<file path="src/design/fpu_defines.svh">
// FPU format constants
// Field widths and the reserved exponent codes of the custom
// sign / 7-bit exponent / 15-bit mantissa number format

`ifndef FPU_DEFINES_SVH
`define FPU_DEFINES_SVH

// Field widths
`define FPU_EXP_W 7
`define FPU_MANT_W 15

// Two guard bits above the mantissa for carries
`define FPU_RAW_W 17

// Reserved exponents, 63 and -64 in two's complement
`define FPU_EXP_INF 7'sh3f
`define FPU_EXP_ZERO 7'sh40

// Explicit leading one alone
`define FPU_MANT_SPECIAL 15'h4000

`endif

</file>
<file path="src/design/fpu_format_pkg.sv">
// FPU number format types
// Exponent, mantissa and raw magnitude types, plus the special
// result kinds carried down the pipeline

`include "fpu_defines.svh"

package fpu_format_pkg;

    // Unbiased two's-complement exponent
    typedef logic signed [`FPU_EXP_W-1:0] fpu_exp_t;

    // Mantissa, top bit is the explicit leading one
    typedef logic [`FPU_MANT_W-1:0] fpu_mant_t;

    // Unnormalized magnitude out of the execute stage
    typedef logic [`FPU_RAW_W-1:0] fpu_raw_t;

    // Room for exponent sums and the range check
    typedef logic signed [`FPU_EXP_W+1:0] fpu_wide_exp_t;

    // Forced result kind from special operands
    typedef enum logic [1:0] {
        SPC_NONE = 2'd0,
        SPC_ZERO = 2'd1,
        SPC_INF  = 2'd2
    } fpu_special_t;

endpackage

</file>
<file path="src/design/fpu_ctrl_pkg.sv">
// FPU control types
// Opcodes seen at the top level and the execute stage FSM states

package fpu_ctrl_pkg;

    // Operation select, sampled with start
    typedef enum logic [1:0] {
        OP_ADD = 2'd0,
        OP_SUB = 2'd1,
        OP_MUL = 2'd2
    } fpu_op_t;

    // Execute FSM
    typedef enum logic [1:0] {
        EX_IDLE = 2'd0,
        EX_ADD  = 2'd1,
        EX_MUL  = 2'd2,
        EX_OUT  = 2'd3
    } exec_state_t;

endpackage

</file>
<file path="src/design/fpu_decode.sv">
// FPU decode stage
// Captures the operands on an accepted start, marks special operands
// and aligns the mantissas for addition and subtraction

`timescale 1ns/1ps
`include "fpu_defines.svh"

module fpu_decode (
    input  logic                          clk,
    input  logic                          reset,
    input  logic                          start,
    input  fpu_ctrl_pkg::fpu_op_t         op,
    input  logic                          a_sign,
    input  fpu_format_pkg::fpu_exp_t      a_exp,
    input  fpu_format_pkg::fpu_mant_t     a_mant,
    input  logic                          b_sign,
    input  fpu_format_pkg::fpu_exp_t      b_exp,
    input  fpu_format_pkg::fpu_mant_t     b_mant,
    input  logic                          ready,
    output logic                          dec_valid,
    output logic                          dec_is_mul,
    output logic                          dec_subtract,
    output fpu_format_pkg::fpu_mant_t     dec_mant_big,
    output fpu_format_pkg::fpu_mant_t     dec_mant_small,
    output fpu_format_pkg::fpu_wide_exp_t dec_exp,
    output logic                          dec_sign,
    output fpu_format_pkg::fpu_special_t  dec_special
);
    import fpu_format_pkg::*;
    import fpu_ctrl_pkg::*;

    logic                   accept;
    logic                   is_mul;
    logic                   a_inf;
    logic                   b_inf;
    logic                   a_zero;
    logic                   b_zero;
    logic                   b_sign_eff;
    fpu_mant_t              a_mag;
    fpu_mant_t              b_mag;
    fpu_wide_exp_t          exp_diff;
    logic [`FPU_EXP_W+1:0]  shift_amt;
    logic                   a_first;
    fpu_mant_t              pre_small;
    fpu_mant_t              mant_big;
    fpu_mant_t              mant_small;
    fpu_wide_exp_t          base_exp;
    logic                   base_sign;
    logic                   subtract;
    fpu_special_t           special;

    assign accept = start && ready;
    assign is_mul = (op == OP_MUL);

    // Reserved exponents mark the special operands
    assign a_inf  = (a_exp == `FPU_EXP_INF);
    assign b_inf  = (b_exp == `FPU_EXP_INF);
    assign a_zero = (a_exp == `FPU_EXP_ZERO);
    assign b_zero = (b_exp == `FPU_EXP_ZERO);

    assign b_sign_eff = (op == OP_SUB) ? ~b_sign : b_sign;
    assign a_mag      = a_zero ? '0 : a_mant;
    assign b_mag      = b_zero ? '0 : b_mant;

    always_comb begin
        exp_diff  = fpu_wide_exp_t'(a_exp) - fpu_wide_exp_t'(b_exp);
        a_first   = !exp_diff[`FPU_EXP_W+1];
        shift_amt = a_first ? exp_diff : -exp_diff;
        pre_small = a_first ? b_mag : a_mag;

        if (is_mul) begin
            mant_big   = a_mant;
            mant_small = b_mant;
            base_exp   = fpu_wide_exp_t'(a_exp) + fpu_wide_exp_t'(b_exp);
            base_sign  = a_sign ^ b_sign;
            subtract   = 1'b0;
        end else begin
            // Larger exponent first, the other one shifted down
            mant_big   = a_first ? a_mag : b_mag;
            mant_small = (shift_amt >= 9'd16) ? '0 : pre_small >> shift_amt[3:0];
            base_exp   = a_first ? fpu_wide_exp_t'(a_exp) : fpu_wide_exp_t'(b_exp);
            base_sign  = a_first ? a_sign : b_sign_eff;
            subtract   = a_sign ^ b_sign_eff;
        end

        if (a_inf || b_inf) begin
            special = SPC_INF;
        end else if (is_mul && (a_zero || b_zero)) begin
            special = SPC_ZERO;
        end else begin
            special = SPC_NONE;
        end
    end

    always_ff @(posedge clk) begin
        if (reset) begin
            dec_valid <= 1'b0;
        end else begin
            dec_valid <= accept;
        end
    end

    always_ff @(posedge clk) begin
        if (accept) begin
            dec_is_mul     <= is_mul;
            dec_subtract   <= subtract;
            dec_mant_big   <= mant_big;
            dec_mant_small <= mant_small;
            dec_exp        <= base_exp;
            dec_sign       <= base_sign;
            dec_special    <= special;
        end
    end

endmodule

</file>
<file path="src/design/fpu_execute.sv">
// FPU execute stage
// One-cycle mantissa add/subtract, or a 15-step shift-add multiply
// with one multiplier bit retired per cycle

`timescale 1ns/1ps
`include "fpu_defines.svh"

module fpu_execute (
    input  logic                          clk,
    input  logic                          reset,
    input  logic                          dec_valid,
    input  logic                          dec_is_mul,
    input  logic                          dec_subtract,
    input  fpu_format_pkg::fpu_mant_t     dec_mant_big,
    input  fpu_format_pkg::fpu_mant_t     dec_mant_small,
    input  fpu_format_pkg::fpu_wide_exp_t dec_exp,
    input  logic                          dec_sign,
    input  fpu_format_pkg::fpu_special_t  dec_special,
    output logic                          exe_valid,
    output fpu_format_pkg::fpu_raw_t      exe_raw,
    output fpu_format_pkg::fpu_wide_exp_t exe_exp,
    output logic                          exe_sign,
    output fpu_format_pkg::fpu_special_t  exe_special,
    output logic                          exe_is_product
);
    import fpu_format_pkg::*;
    import fpu_ctrl_pkg::*;

    exec_state_t            state;
    logic [3:0]             step;

    fpu_raw_t               add_sum;
    fpu_raw_t               add_diff;
    logic                   add_neg;
    logic [`FPU_MANT_W:0]   partial;

    fpu_raw_t               sum_q;
    fpu_mant_t              mcand;
    fpu_mant_t              prod_hi;
    fpu_mant_t              prod_lo;
    fpu_wide_exp_t          exp_q;
    logic                   sign_q;
    fpu_special_t           special_q;
    logic                   is_mul_q;

    assign add_sum  = fpu_raw_t'(dec_mant_big) + fpu_raw_t'(dec_mant_small);
    assign add_diff = fpu_raw_t'(dec_mant_big) - fpu_raw_t'(dec_mant_small);
    assign add_neg  = !dec_is_mul && dec_subtract && add_diff[`FPU_RAW_W-1];

    // Multiplier LSB picks whether the multiplicand is added this step
    assign partial = {1'b0, prod_hi} + (prod_lo[0] ? {1'b0, mcand} : '0);

    //////////////////////////////////////////////////
    // Control FSM
    //////////////////////////////////////////////////

    always_ff @(posedge clk) begin
        if (reset) begin
            state <= EX_IDLE;
            step  <= 4'd0;
        end else begin
            case (state)
                EX_IDLE: begin
                    step <= 4'd0;
                    if (dec_valid) begin
                        state <= dec_is_mul ? EX_MUL : EX_ADD;
                    end
                end
                EX_ADD: begin
                    state <= EX_IDLE;
                end
                EX_MUL: begin
                    step <= step + 4'd1;
                    if (step == 4'd14) begin
                        state <= EX_OUT;
                    end
                end
                default: begin
                    state <= EX_IDLE;
                end
            endcase
        end
    end

    //////////////////////////////////////////////////
    // Datapath
    //////////////////////////////////////////////////

    always_ff @(posedge clk) begin
        if (state == EX_IDLE && dec_valid) begin
            exp_q     <= dec_exp;
            special_q <= dec_special;
            is_mul_q  <= dec_is_mul;
            mcand     <= dec_mant_big;
            prod_hi   <= '0;
            prod_lo   <= dec_mant_small;
            // Negative difference comes back as a magnitude, sign flipped
            if (add_neg) begin
                sum_q  <= -add_diff;
                sign_q <= ~dec_sign;
            end else begin
                sum_q  <= dec_subtract ? add_diff : add_sum;
                sign_q <= dec_sign;
            end
        end else if (state == EX_MUL) begin
            {prod_hi, prod_lo} <= {partial, prod_lo[`FPU_MANT_W-1:1]};
        end
    end

    assign exe_valid = (state == EX_ADD) || (state == EX_OUT);

    // Product bits 29..14, i.e. the 30-bit product scaled back by 2^14
    assign exe_raw = is_mul_q ? {1'b0, prod_hi, prod_lo[`FPU_MANT_W-1]} : sum_q;

    assign exe_exp        = exp_q;
    assign exe_sign       = sign_q;
    assign exe_special    = special_q;
    assign exe_is_product = is_mul_q;

endmodule

</file>
<file path="src/design/fpu_result.sv">
// FPU result stage
// Normalizes the raw magnitude, checks the exponent range, applies
// the special overrides and registers the outputs with a done pulse

`timescale 1ns/1ps
`include "fpu_defines.svh"

module fpu_result (
    input  logic                          clk,
    input  logic                          reset,
    input  logic                          start,
    input  logic                          exe_valid,
    input  fpu_format_pkg::fpu_raw_t      exe_raw,
    input  fpu_format_pkg::fpu_wide_exp_t exe_exp,
    input  logic                          exe_sign,
    input  fpu_format_pkg::fpu_special_t  exe_special,
    input  logic                          exe_is_product,
    output logic                          res_sign,
    output fpu_format_pkg::fpu_exp_t      res_exp,
    output fpu_format_pkg::fpu_mant_t     res_mant,
    output logic                          zero_flag,
    output logic                          overflow_flag,
    output logic                          underflow_flag,
    output logic                          ready,
    output logic                          done
);
    import fpu_format_pkg::*;

    logic           busy;
    logic [3:0]     lz;
    fpu_raw_t       shifted;
    fpu_mant_t      norm_mant;
    fpu_wide_exp_t  norm_exp;
    logic           out_sign;
    fpu_exp_t       out_exp;
    fpu_mant_t      out_mant;
    logic           out_zero;
    logic           out_ovf;
    logic           out_unf;

    // Zeros above the leading-one position, bit 14 downwards
    function automatic logic [3:0] lead_zeros(input fpu_raw_t value);
        logic [3:0] count;
        logic       found;
        count = 4'd0;
        found = 1'b0;
        for (int i = `FPU_MANT_W - 1; i >= 0; i--) begin
            if (!found && !value[i]) begin
                count = count + 4'd1;
            end else begin
                found = 1'b1;
            end
        end
        return count;
    endfunction

    always_comb begin
        // Products of normal operands already have the leading one at bit 14 or 15
        lz      = exe_is_product ? 4'd0 : lead_zeros(exe_raw);
        shifted = exe_raw << lz;
        if (exe_raw[`FPU_MANT_W]) begin
            norm_mant = exe_raw[`FPU_MANT_W:1];
            norm_exp  = exe_exp + 9'sd1;
        end else begin
            norm_mant = shifted[`FPU_MANT_W-1:0];
            norm_exp  = exe_exp - $signed({5'b0, lz});
        end

        out_sign = exe_sign;
        out_exp  = norm_exp[`FPU_EXP_W-1:0];
        out_mant = norm_mant;
        out_zero = 1'b0;
        out_ovf  = 1'b0;
        out_unf  = 1'b0;

        // Zero results always come out positive
        if (exe_special == SPC_INF) begin
            out_exp  = `FPU_EXP_INF;
            out_mant = `FPU_MANT_SPECIAL;
        end else if (exe_special == SPC_ZERO || exe_raw == '0) begin
            out_sign = 1'b0;
            out_exp  = `FPU_EXP_ZERO;
            out_mant = `FPU_MANT_SPECIAL;
            out_zero = 1'b1;
        end else if (norm_exp > 9'sd62) begin
            out_exp  = `FPU_EXP_INF;
            out_mant = `FPU_MANT_SPECIAL;
            out_ovf  = 1'b1;
        end else if (norm_exp < -9'sd63) begin
            out_sign = 1'b0;
            out_exp  = `FPU_EXP_ZERO;
            out_mant = `FPU_MANT_SPECIAL;
            out_zero = 1'b1;
            out_unf  = 1'b1;
        end
    end

    always_ff @(posedge clk) begin
        if (reset) begin
            busy           <= 1'b0;
            done           <= 1'b0;
            res_sign       <= 1'b0;
            res_exp        <= `FPU_EXP_ZERO;
            res_mant       <= `FPU_MANT_SPECIAL;
            zero_flag      <= 1'b0;
            overflow_flag  <= 1'b0;
            underflow_flag <= 1'b0;
        end else begin
            done <= exe_valid;
            if (exe_valid) begin
                busy           <= 1'b0;
                res_sign       <= out_sign;
                res_exp        <= out_exp;
                res_mant       <= out_mant;
                zero_flag      <= out_zero;
                overflow_flag  <= out_ovf;
                underflow_flag <= out_unf;
            end else if (start && !busy) begin
                busy <= 1'b1;
            end
        end
    end

    assign ready = ~busy;

endmodule

</file>
<file path="src/design/fpu_top.sv">
// FPU top level
// Decode, execute and result stages in a row, one operation in
// flight, start/idle/done handshake

`timescale 1ns/1ps

module fpu_top (
    input  logic                      clk,
    input  logic                      reset,
    input  logic                      start,
    input  fpu_ctrl_pkg::fpu_op_t     op,
    input  logic                      a_sign,
    input  fpu_format_pkg::fpu_exp_t  a_exp,
    input  fpu_format_pkg::fpu_mant_t a_mant,
    input  logic                      b_sign,
    input  fpu_format_pkg::fpu_exp_t  b_exp,
    input  fpu_format_pkg::fpu_mant_t b_mant,
    output logic                      res_sign,
    output fpu_format_pkg::fpu_exp_t  res_exp,
    output fpu_format_pkg::fpu_mant_t res_mant,
    output logic                      zero_flag,
    output logic                      overflow_flag,
    output logic                      underflow_flag,
    output logic                      idle,
    output logic                      done
);
    import fpu_format_pkg::*;

    // Decode to execute
    logic           dec_valid;
    logic           dec_is_mul;
    logic           dec_subtract;
    fpu_mant_t      dec_mant_big;
    fpu_mant_t      dec_mant_small;
    fpu_wide_exp_t  dec_exp;
    logic           dec_sign;
    fpu_special_t   dec_special;

    // Execute to result
    logic           exe_valid;
    fpu_raw_t       exe_raw;
    fpu_wide_exp_t  exe_exp;
    logic           exe_sign;
    fpu_special_t   exe_special;
    logic           exe_is_product;

    fpu_decode u_decode (
        .clk            (clk),
        .reset          (reset),
        .start          (start),
        .op             (op),
        .a_sign         (a_sign),
        .a_exp          (a_exp),
        .a_mant         (a_mant),
        .b_sign         (b_sign),
        .b_exp          (b_exp),
        .b_mant         (b_mant),
        .ready          (idle),
        .dec_valid      (dec_valid),
        .dec_is_mul     (dec_is_mul),
        .dec_subtract   (dec_subtract),
        .dec_mant_big   (dec_mant_big),
        .dec_mant_small (dec_mant_small),
        .dec_exp        (dec_exp),
        .dec_sign       (dec_sign),
        .dec_special    (dec_special)
    );

    fpu_execute u_execute (
        .clk            (clk),
        .reset          (reset),
        .dec_valid      (dec_valid),
        .dec_is_mul     (dec_is_mul),
        .dec_subtract   (dec_subtract),
        .dec_mant_big   (dec_mant_big),
        .dec_mant_small (dec_mant_small),
        .dec_exp        (dec_exp),
        .dec_sign       (dec_sign),
        .dec_special    (dec_special),
        .exe_valid      (exe_valid),
        .exe_raw        (exe_raw),
        .exe_exp        (exe_exp),
        .exe_sign       (exe_sign),
        .exe_special    (exe_special),
        .exe_is_product (exe_is_product)
    );

    // Result stage ready doubles as the idle output
    fpu_result u_result (
        .clk            (clk),
        .reset          (reset),
        .start          (start),
        .exe_valid      (exe_valid),
        .exe_raw        (exe_raw),
        .exe_exp        (exe_exp),
        .exe_sign       (exe_sign),
        .exe_special    (exe_special),
        .exe_is_product (exe_is_product),
        .res_sign       (res_sign),
        .res_exp        (res_exp),
        .res_mant       (res_mant),
        .zero_flag      (zero_flag),
        .overflow_flag  (overflow_flag),
        .underflow_flag (underflow_flag),
        .ready          (idle),
        .done           (done)
    );

endmodule

</file>
<file path="config.mk">
export PLATFORM = sky130hd
export DESIGN_NAME = fpu_top
export DESIGN_NICKNAME = d
export VERILOG_FILES = /design/src/design/fpu_format_pkg.sv /design/src/design/fpu_ctrl_pkg.sv /design/src/design/fpu_decode.sv /design/src/design/fpu_execute.sv /design/src/design/fpu_result.sv /design/src/design/fpu_top.sv
export VERILOG_INCLUDE_DIRS = /design/src /design/src/design
export SDC_FILE = /design/constraint.sdc
export NUM_CORES = 1
export LEC_CHECK = 0
export BUFFER_PORTS_ARGS = -buffer_cell sky130_fd_sc_hd__buf_2
export CAP_MARGIN = 20
export CORE_MARGIN = 3
export CORE_UTILIZATION = 52
export DETAILED_ROUTE_END_ITERATION = 7
export HOLD_SLACK_MARGIN = 0.15
export PLACE_DENSITY_LB_ADDON = 0.08
export SKIP_CTS_REPAIR_TIMING = 1
export SKIP_LAST_GASP = 1
export SLEW_MARGIN = 15
export SYNTH_ARGS = -nofsm -noshare
export SYNTH_HDL_FRONTEND = slang
export SYNTH_SLANG_ARGS = --single-unit
</file>
<file path="constraint.sdc">
create_clock -name clk -period 18.6 [get_ports clk]
set_input_delay 3.72 -clock clk [delete_from_list [all_inputs] [get_ports clk]]
set_output_delay 3.72 -clock clk [all_outputs]
set_load 0.05 [all_outputs]
</file>
== Yosys cells after proc, flatten, opt, wreduce, memory -nomap -nowiden ==
Cells that the tools add are included.

* Register bits: 154
* Latch bits: 0
* Bits in writable memories: 0
* Bits in read-only memories: 0
* Bits of input ports: 51
* Output and inout port bits: 28
* Word-level logic and storage cells: 213
* Memories: 0

* Add/sub/neg operators: 24
* $mul: 0
* Div/mod/pow operators: 0
* Order comparisons: 3
* Eq/ne operators: 14
* Shifts and indexed selects: 2
* Muxes and demuxes: 79
* Bitwise logic cells: 5
* Reduce and logical (&&, ||, !) cells: 60

{| class="wikitable"
|+ Operators with widths
! kind !! count
|-
| 15-bit 2-to-1 mux || 15
|-
| 4-bit by 1-bit adder with 4-bit output (second input constant) || 15
|-
| 4-bit 2-to-1 mux || 15
|-
| 17-bit 2-to-1 mux || 3
|-
| 9-bit 2-to-1 mux || 4
|-
| 1-bit 2-to-1 mux || 33
|-
| 1-bit logical NOT || 30
|-
| 7-bit equality test (second input constant) || 4
|-
| 7-bit 2-to-1 mux || 4
|-
| 1-bit logical AND || 20
|-
| 17-bit logical NOT || 1
|-
| 17-bit negator || 1
|-
| 17-bit by 4-bit << shifter with 15-bit output || 1
|-
| 15-bit by 15-bit adder with 16-bit output || 1
|-
| 15-bit by 16-bit adder with 16-bit output || 1
|-
| 15-bit by 15-bit subtractor with 16-bit output || 1
|-
| 15-bit by 4-bit right shift with 15-bit output || 1
|-
| 9-bit by 2-bit adder with 9-bit output (second input constant) || 1
|-
| 9-bit by 5-bit greater-or-equal comparator with 1-bit output (second input constant) || 1
|-
| 9-bit by 7-bit greater-than comparator with 1-bit output (second input constant) || 1
|-
| 9-bit by 7-bit less-than comparator with 1-bit output (second input constant) || 1
|-
| 9-bit negator || 1
|-
| 9-bit by 5-bit subtractor with 9-bit output || 1
|-
| 7-bit by 7-bit adder with 8-bit output || 1
|-
| other kinds (16) || 30
|}

== Longest topological paths before layout ==
Gate-level depths: netlist of run 1.

* Word-level depth: 51
* Gate-level depth with buffers: 67

== Hierarchy ==
Synthesis of run 1 repeated with hierarchy kept, for this count alone.

* Cell total of the unflattened synthesis: 1434
* Area total of the unflattened synthesis: 13165.1 um^2

{| class="wikitable"
|+ By module, submodules not included
! module !! times used !! cells an instance !! area each (um^2) !! seq. area each (um^2)
|-
| fpu_execute || 1 || 567 || 5740.5 || 2222.1
|-
| fpu_decode || 1 || 411 || 4113.9 || 1311.3
|-
| fpu_result || 1 || 456 || 3310.7 || 560.5
|}

== Worst setup path before layout of run 1 ==
Ideal clock, no wire load.

* Path type: register to register
* Start point: reg u_execute.is_mul_q, in the netlist u_execute.exe_is_product
* End point: reg u_result.res_mant[12]
* Library setup time: 0.117 ns
* Arrival: 12.806 ns
* Path slack: 5.677 ns
* Cell stages (with the launch flop): 68
* Buffers on the path: 7
* Cell sequence: edfxtp_1 buf_6 buf_6 buf_4 buf_1 nor2_1 a32oi_1 and2_1 ha_1 nor2_1 nor2_1 ha_1 mux2i_1 a21o_1 inv_1 ha_1 mux2_2 ha_1 [... 32 more ...] clkbuf_1 and3_1 ha_1 and2_1 ha_1 a21oi_1 o21bai_1 a21oi_1 o21ai_0 xor2_1 nor2_1 nand2_1 o32ai_1 or3_1 buf_2 mux2_4 buf_6 a32o_1

* Longest elaborated chain between the ends: 51

{| class="wikitable"
|+ RTL lines
! element !! RTL line !! source
|-
| from (decl) || fpu_execute.sv:44 || <nowiki>logic is_mul_q;</nowiki>
|-
| from (signal assigned) || fpu_execute.sv:93 || <nowiki>is_mul_q <= dec_is_mul;</nowiki>
|-
| branches (longest 49 deep; another with 4-bit by 1-bit adder with 4-bit output) || n/a ||
|-
| 15-bit 2-to-1 mux (*) || fpu_result.sv:80 || <nowiki>end else if (exe_special == SPC_ZERO || exe_raw == '0) begin</nowiki>
|-
| 15-bit 2-to-1 mux (*) || fpu_result.sv:77 || <nowiki>if (exe_special == SPC_INF) begin</nowiki>
|-
| to (signal assigned) || fpu_result.sv:104 || <nowiki>res_mant <= `FPU_MANT_SPECIAL;</nowiki>
|-
| to (signal assigned) || fpu_result.sv:114 || <nowiki>res_mant <= out_mant;</nowiki>
|-
| to (decl) || fpu_result.sv:20 || <nowiki>output fpu_format_pkg::fpu_mant_t res_mant,</nowiki>
|}

Mark *: on every way between the ends.
A chain may end at the register's enable or synchronous reset.

== Worst setup path in the final report of run 1 ==
* Start point: reg u_execute.is_mul_q, in the netlist u_execute.exe_is_product
* End point: reg u_result.res_mant[5]

Same word-level chain as after synthesis.

==> results of run 1 <==
## power groups by stage
stage / Combinational, W / Clock [W] / Sequential [W]
5_1_grt: 0.000563 / 0.000376 / 0.000425
2_1_floorplan: 0.000388 / 0 / 0.000422
6_report: 0.000507 / 0.000352 / 0.000422
4_1_cts: 0.000502 / 0.000360 / 0.000422
3_5_place_dp: 0.000500 / 0 / 0.000429
3_3_place_gp: 0.000492 / 0 / 0.000428
## stage by stage
stage / utilization (%) / instances
after floorplan: - / 1341
after detailed placement: 56.1 / 1687
after CTS: 58.8 / 1719
after global routing: 58.8 / 1720
after global placement: 56.1 / 1687
final: 58.8 / 1720
## critical path, delay by kind of cell, from the launching register on
kind                       cells  cell delay, ps
adders and majority gates     14            4090
AOI/OAI and AO/OA             15            3610
and+or+nand+nor               17            3300
muxes                          8            1920
buffers and inverters          3             670
DFF                            1             320
xor gates and xnor gates       1             230
## area by class of cell
| cell class | instances | area [um2] | share of cell area, % |
|---|---|---|---|
| inverter | 83 | 312 | 2.32 |
| clock buffer | 17 | 425 | 3.16 |
| clock inverter | 15 | 176 | 1.31 |
| sequential | 152 | 4060 | 30.2 |
| tap | 313 | 392 | 2.91 |
| multi-input combinational | 1050 | 7580 | 56.4 |
| timing repair buffer | 90 | 493 | 3.67 |
## placed cells by master, fill, tap and decap left out, types with 13 or more instances in the layout
| cell | instances |
|---|---|
| nand2_1 | 132 |
| nor2_1 | 107 |
| edfxtp_1 | 102 |
| ha_1 | 85 |
| inv_1 | 80 |
| o21ai_0 | 78 |
| buf_2 | 78 |
| mux2i_1 | 75 |
| a21oi_1 | 69 |
| xnor2_1 | 50 |
| dfxtp_1 | 50 |
| nor3_1 | 39 |
| mux2_2 | 38 |
| a22o_1 | 32 |
| nand3_1 | 25 |
| and2_1 | 22 |
| xor2_1 | 20 |
| clkbuf_16 | 17 |
| nand2b_1 | 15 |
| nor2b_1 | 15 |
| o21bai_1 | 14 |
| or3_1 | 13 |
## worst paths after layout
path	end	slack [ps]	cells past startpoint
worst min register to register	u_execute.exe_exp[7]$_DFFE_PP_	420	0
worst max register to register	u_result.res_mant[5]$_SDFFE_PP0P_	4330	58
worst min-delay path	u_execute.exe_exp[7]$_DFFE_PP_	420	0
worst max-delay path	u_result.res_mant[5]$_SDFFE_PP0P_	4330	58
## routing by layer
metal	vias to the layer above	global-route usage, %
met2	271	40.0
met5	-	0
met1	4702	31.4
li1	5029	-
met4	0	9.67
met3	52	2.24
## state kept, by name, summed over array words and instances (netlist names), 2 cells and up
signal and flops:
u_decode.dec_exp 8, u_execute.state 2, u_decode.dec_mant_small 15, u_execute.step 4
u_execute.mcand 15, u_decode.dec_special 2, u_execute.exe_exp 8, u_execute.sum_q 17
u_execute.prod_hi 15, u_result.res_exp 7, u_execute.exe_special 2, u_execute.prod_lo 15
u_decode.dec_mant_big 15, u_result.res_mant 15
## kinds of logic after synthesis
kind of cell / share of synthesized area [%]
AO/OA/AOI/OAI: 18.9
adder cells (fa/ha/maj): 9.73
AND/OR/NAND/NOR: 17.0
buffers and inverters: 4.52
flip-flops: 33.4
XOR/XNOR: 5.26
multiplexers: 11.2
==> results by group, run 1 <==
Outcome
  – Outcome: finished, final reports clean

Synthesis
  – Number of flops mapped to enable cells by yosys: ~100
  – Syn. warnings: 0
  – Main synth FF type: edfxtp_1
  – Async S/R FF share, synth: 0%
  – Synth cell count leaders: nand2_1, nor2_1, edfxtp_1, ha_1, inv_1
  – Post-synth cell types: 87
  – Syn Area/Cell: just over 9 um2
  – Post-synthesis cell count: 1341
  – Post-synth top area share: 25.2%
  – Register bit total from synthesis: 152
  – Top-count cell post-synth: nand2_1
  – Register area share after synthesis: 33.4%
  – Cell Area, Synth: between 0.01 and 0.015 mm2
  – Largest cells by area after synthesis: edfxtp_1, ha_1, dfxtp_1
  – Syn Nets: approximately 1500
  – Yosys top cell by area: edfxtp_1

Cells and area
  – Nets: between 1500 and 2000
  – Fill count: 2100
  – Synth-to-Final Area Change: 10.5%
  – Inserted Diodes: 0
  – Fraction of layout instances using a drive strength above 1: between 10% and 20%
  – Final instance area: between 0.01 and 0.015 mm2

Floorplanning
  – Die height: 159 um
  – Core Rows: 55
  – Initial core utilization: a little over half
  – Ports: 79
  – Width of the die: ~160 um
  – Die area: 0.0253 mm2
  – Core area: about 0.023 mm2

Place
  – Post-DP Area: between 0.01 and 0.015 mm2
  – Routability cong.: 0.930
  – Hpwl dp: 23.9 mm
  – Pre-CTS setup slack: ~4500 ps
  – Input/output buffers: 78

Clocking
  – CTS tree: built
  – Clock tree sinks: 152
  – CTS H-tree depth: 4
  – Clock latency on the worst-skew pair: approximately 420 ps
  – Root Driver: clkbuf_16
  – CTS buffer count: 17
  – Worst-path clk slew: around 70 ps
  – Worst-case clock buffer depth: 2

GRT
  – First-pass GRT wire length: a little under 50 mm
  – Initial antenna violation count: 0
  – Largest net degree at the start of global routing: 53
  – Overflow after GRT: 0
  – All-Layer GR Usage: a little under a quarter
  – Vias in the first global route: slightly below 10000

Worst setup path
  – Critical path capture point type: register
  – Crit path launch type: register
  – Reg2Reg Launch Point: u_execute.exe_is_product$_DFFE_PP_
  – Worst setup path startpoint: u_execute.exe_is_product$_DFFE_PP_
  – Critical Path Fanout Max: 52
  – Crit path largest cell delay: roughly 750 ps
  – Crit path top cell by count: ha_1
  – WP data arrival: 14580 ps
  – Critical path class: reg -> reg
  – Crit-path slowest cell: a211o_1
  – Required time worst endpoint: about 19000 ps

Power
  – Switch share: between 30% and 40%
  – P_sw: 0.000475 W
  – Pwr dens: around 95 mW/mm2
  – Overall Power: between 0.001 and 0.0015 W
  – VDD IR-drop max: 52.1 uV
  – Reg power frac: ~33%
  – Power Internal: a little over 0.0008 W
  – Static Leak: approximately 5.7 nW
  – Clk pwr share: 27.5%
  – Comb pwr share: 39.6%

STA
  – Final number of setup-violating endpoints: 0
  – Slew headroom: between 30% and 40%
  – RSZ-0062 raised after global routing: no
  – Final setup skew: about 15 ps
  – Hold Slack: 419 ps
  – Slew @ Worst Pin: 981 ps
  – Period utilization: approximately three quarters
  – Setup_tns: 0 ps
  – FMAX: ~0.070 GHz
  – Final Hold Fails: 0
  – Final worst slack: ~4300 ps
  – Min Tclk post-route: about 14000 ps
  – Fin. max-slew vios: 0

Route
  – WL met3: 1.31 mm
  – Residual DRC count: 0
  – Avg WL per Cell: 17.5 um
  – Drt pass-1 iters: 6
  – Vias/cell: between 5 and 6
  – Drt initial violations: ~540
  – Met2 routed WL: about 14 mm
  – Drt total wl: 30.2 mm
  – DR top layer: met4
  – Routed via count: slightly above 10000
  – DRT met1 WL: 13.6 mm
  – Antenna-violating nets left: 0

Min path
  – Type of the worst min-delay path: reg -> reg
  – Hold Path Origin: u_decode.dec_exp[7]$_DFFE_PP_

Job
  – Max Cap Viol: 0
(Power assumes the default switching activity.)
==> run 2: changes to the inputs <==
Settings changed: ABC_AREA from default to 1.
Clock period 18.6 ns to 13.9 ns, I/O delays scaled along.
==> run 2 against run 1 <==
- setup slack lost 1000 ps
- hold slack got worse by 1.1 ps
- synthesized cell count increased by 26%
- die area fell by 0.55%
- sequential power up 34%
- sequential share of layout area barely moved
- via count rose by 8.4%
- global-route usage rose by 0.42 points
- clock-buffer cell count rose by 5
- critical path type unchanged
- largest cell class unchanged
- largest power group unchanged
- highest routed layer unchanged
==> results by group, run 2 <==
Place
  – Placed insts: a little over 2000
  – Input/output buffers: a little under 80
  – Post-DP Area: 0.0128 mm2
  – Hpwl dp: around 24 mm
  – Routability cong.: 0.947

Clocking
  – CTS H-tree depth: 4
  – Worst-case clock buffer depth: 2
  – CTS tree: built
  – Clock tree sinks: 152
  – Root Driver: clkbuf_16
  – CTS buffer count: 17
  – Worst-path clk slew: 70 ps
  – Clock latency on the worst-skew pair: ~420 ps

Worst setup path
  – Critical Path Fanout Max: 33
  – Crit-path slowest cell: ha_1
  – CP top delay family: adder cells
  – Crit path launch type: register
  – Crit path top cell by count: nand2_1
  – Critical path capture point type: register
  – Critical path class: reg -> reg
  – WP data arrival: between 10000 and 15000 ps
  – Required time worst endpoint: 14220 ps
  – CP bufs+invs: 17
  – Crit path largest cell delay: between 300 and 400 ps

Cells and area
  – Cell Count, Final, Fillers Out: 2079
  – Inserted Diodes: 0
  – Highest-count cells in the layout ignoring fill and taps: nand2_1, inv_1, o21ai_0, nand3_1, nor2_1
  – Synth-to-Final Area Change: 11.2%
  – Fraction of layout instances using a drive strength above 1: roughly 10%
  – Commonest non-fill, non-tap cell in the layout: nand2_1
  – Fill count: between 2000 and 2500
  – Most flop-heavy register: u_execute.sum_q
  – Max reg flops: 17
  – Nets: around 1900
  – Final instance area: approximately 0.013 mm2
  – Fin util: ~59%

Power
  – Pwr dens: 127 mW/mm2
  – VDD IR-drop max: 91.1 uV
  – Static Leak: 6.60 nW

GRT
  – First-pass GRT wire length: roughly 49 mm
  – Overflow after GRT: 0
  – Met1 usage: 33.1%
  – Largest net degree at the start of global routing: 65
  – All-Layer GR Usage: about a quarter
  – Grt met2 use: 39.6%
  – Global route hottest layer: met2
  – Initial antenna violation count: 0
  – Met3 GRT Util: around 2.5%
  – Vias in the first global route: around 10000

STA
  – Period utilization: 76.2%
  – Slew @ Worst Pin: about 1000 ps
  – Slew headroom: between 30% and 40%
  – Setup_tns: 0 ps
  – RSZ-0062 raised after global routing: no
  – Fin. max-slew vios: 0
  – Final Hold Fails: 0
  – Final number of setup-violating endpoints: 0
  – Min Tclk post-route: around 11000 ps
  – Hold Slack: between 400 and 500 ps
  – FMAX: ~0.094 GHz
  – Final setup skew: ~16 ps

Synthesis
  – Main synth FF type: edfxtp_1
  – Top-count cell post-synth: nand2_1
  – Synth cell count leaders: nand2_1, inv_1, o21ai_0, nand3_1, nor2_1
  – Post-synth top area share: 25.3%
  – Largest cells by area after synthesis: edfxtp_1, nand2_1, ha_1
  – Register bit total from synthesis: 152
  – Cell Area, Synth: ~0.012 mm2
  – Number of flops mapped to enable cells by yosys: between 100 and 150
  – Async S/R FF share, synth: 0%
  – Syn Area/Cell: 7.15 um2
  – Post-synthesis cell count: around 1700
  – Post-synth cell types: 55
  – Syn. warnings: 0
  – Yosys top cell by area: edfxtp_1
  – Syn Nets: ~1800
  – Register area share after synthesis: around 34%

Outcome
  – Outcome: finished, final reports clean

Route
  – Routed via count: between 10000 and 15000
  – Vias/cell: around 5.2
  – Antenna-violating nets left: 0
  – Residual DRC count: 0
  – Drt initial violations: 718
  – Avg WL per Cell: 14.2 um
  – Drt total wl: approximately 30 mm
  – Drt pass-1 iters: 6

Floorplanning
  – Width of the die: ~160 um
  – Die height: approximately 160 um
  – Initial core utilization: 53.1%
  – Die area: 0.0251 mm2
  – Ports: 79
  – Core area: between 0.02 and 0.025 mm2
  – Core Rows: 55

Job
  – Max Cap Viol: 0

Min path
  – Type of the worst min-delay path: reg -> reg
[run 2: cell count changes after synthesis, sizes merged, moves of 32 or more]
cell   delta
a22o     -32
inv     +169
mux2     -41
mux2i    -78
nand2   +315
nand3    +99
o21ai   +105
xnor2    -40
[run 2: final cells by class]
| cell class | count | area [um2] | share of cell area, % |
|---|---|---|---|
| sequential | 152 | 4060 | 30.2 |
| clock inverter | 10 | 86.3 | 0.642 |
| inverter | 252 | 946 | 7.03 |
| tap | 313 | 392 | 2.91 |
| clock buffer | 22 | 539 | 4.01 |
| timing repair buffer | 95 | 538 | 4.00 |
| multi-input combinational | 1235 | 6890 | 51.2 |
[run 2: kinds of logic (layout without fill, tap and decap cells)]
logic type	count (synthesis)	after routing	share of synthesized area [%]
AOI/OAI and AO/OA	332	332	15.2
muxes	1	1	0.0827
adders and majority gates	91	91	9.78
buffers and inverters	306	379	9.71
DFF	152	152	33.6
and+or+nand+nor	751	751	27.3
xor gates and xnor gates	60	60	4.34
[run 2: power breakdown]
group	total, W	switching [W]	internal [W]
registers	0.000567	0.0000288	0.000538
clock network	0.000475	0.000193	0.000282
logic	0.000669	0.000445	0.000223
total	0.00171	0.000667	0.00104
[run 2: worst paths after layout]
check | from | slack [ps] | depth (start not counted) | to
worst max-delay path | u_execute.exe_is_product$_DFFE_PP_ | 3300 | 74 | u_result.res_mant[7]$_SDFFE_PP0P_
worst min-delay path | u_decode.dec_exp[4]$_DFFE_PP_ | 420 | 0 | u_execute.exe_exp[4]$_DFFE_PP_
worst max register to register | u_execute.exe_is_product$_DFFE_PP_ | 3300 | 74 | u_result.res_mant[7]$_SDFFE_PP0P_
worst min register to register | u_decode.dec_exp[4]$_DFFE_PP_ | 420 | 0 | u_execute.exe_exp[4]$_DFFE_PP_
[run 2: per-layer routing]
layer / vias up / wire length, um
li1: 5706 / -
met1: 4890 / 14200
met2: 254 / 13500
met3: 45 / 1150
met4: 0 / 744
met5: - / 0
[run 2: metrics by stage]
stage / worst slack, ps / power [W]
6_report: 3300 / 0.00171
5_1_grt: 2170 / 0.00184
4_1_cts: 3350 / 0.00172
3_5_place_dp: 3380 / 0.00124
3_3_place_gp: 3700 / 0.00123
2_1_floorplan: 4420 / 0.00108
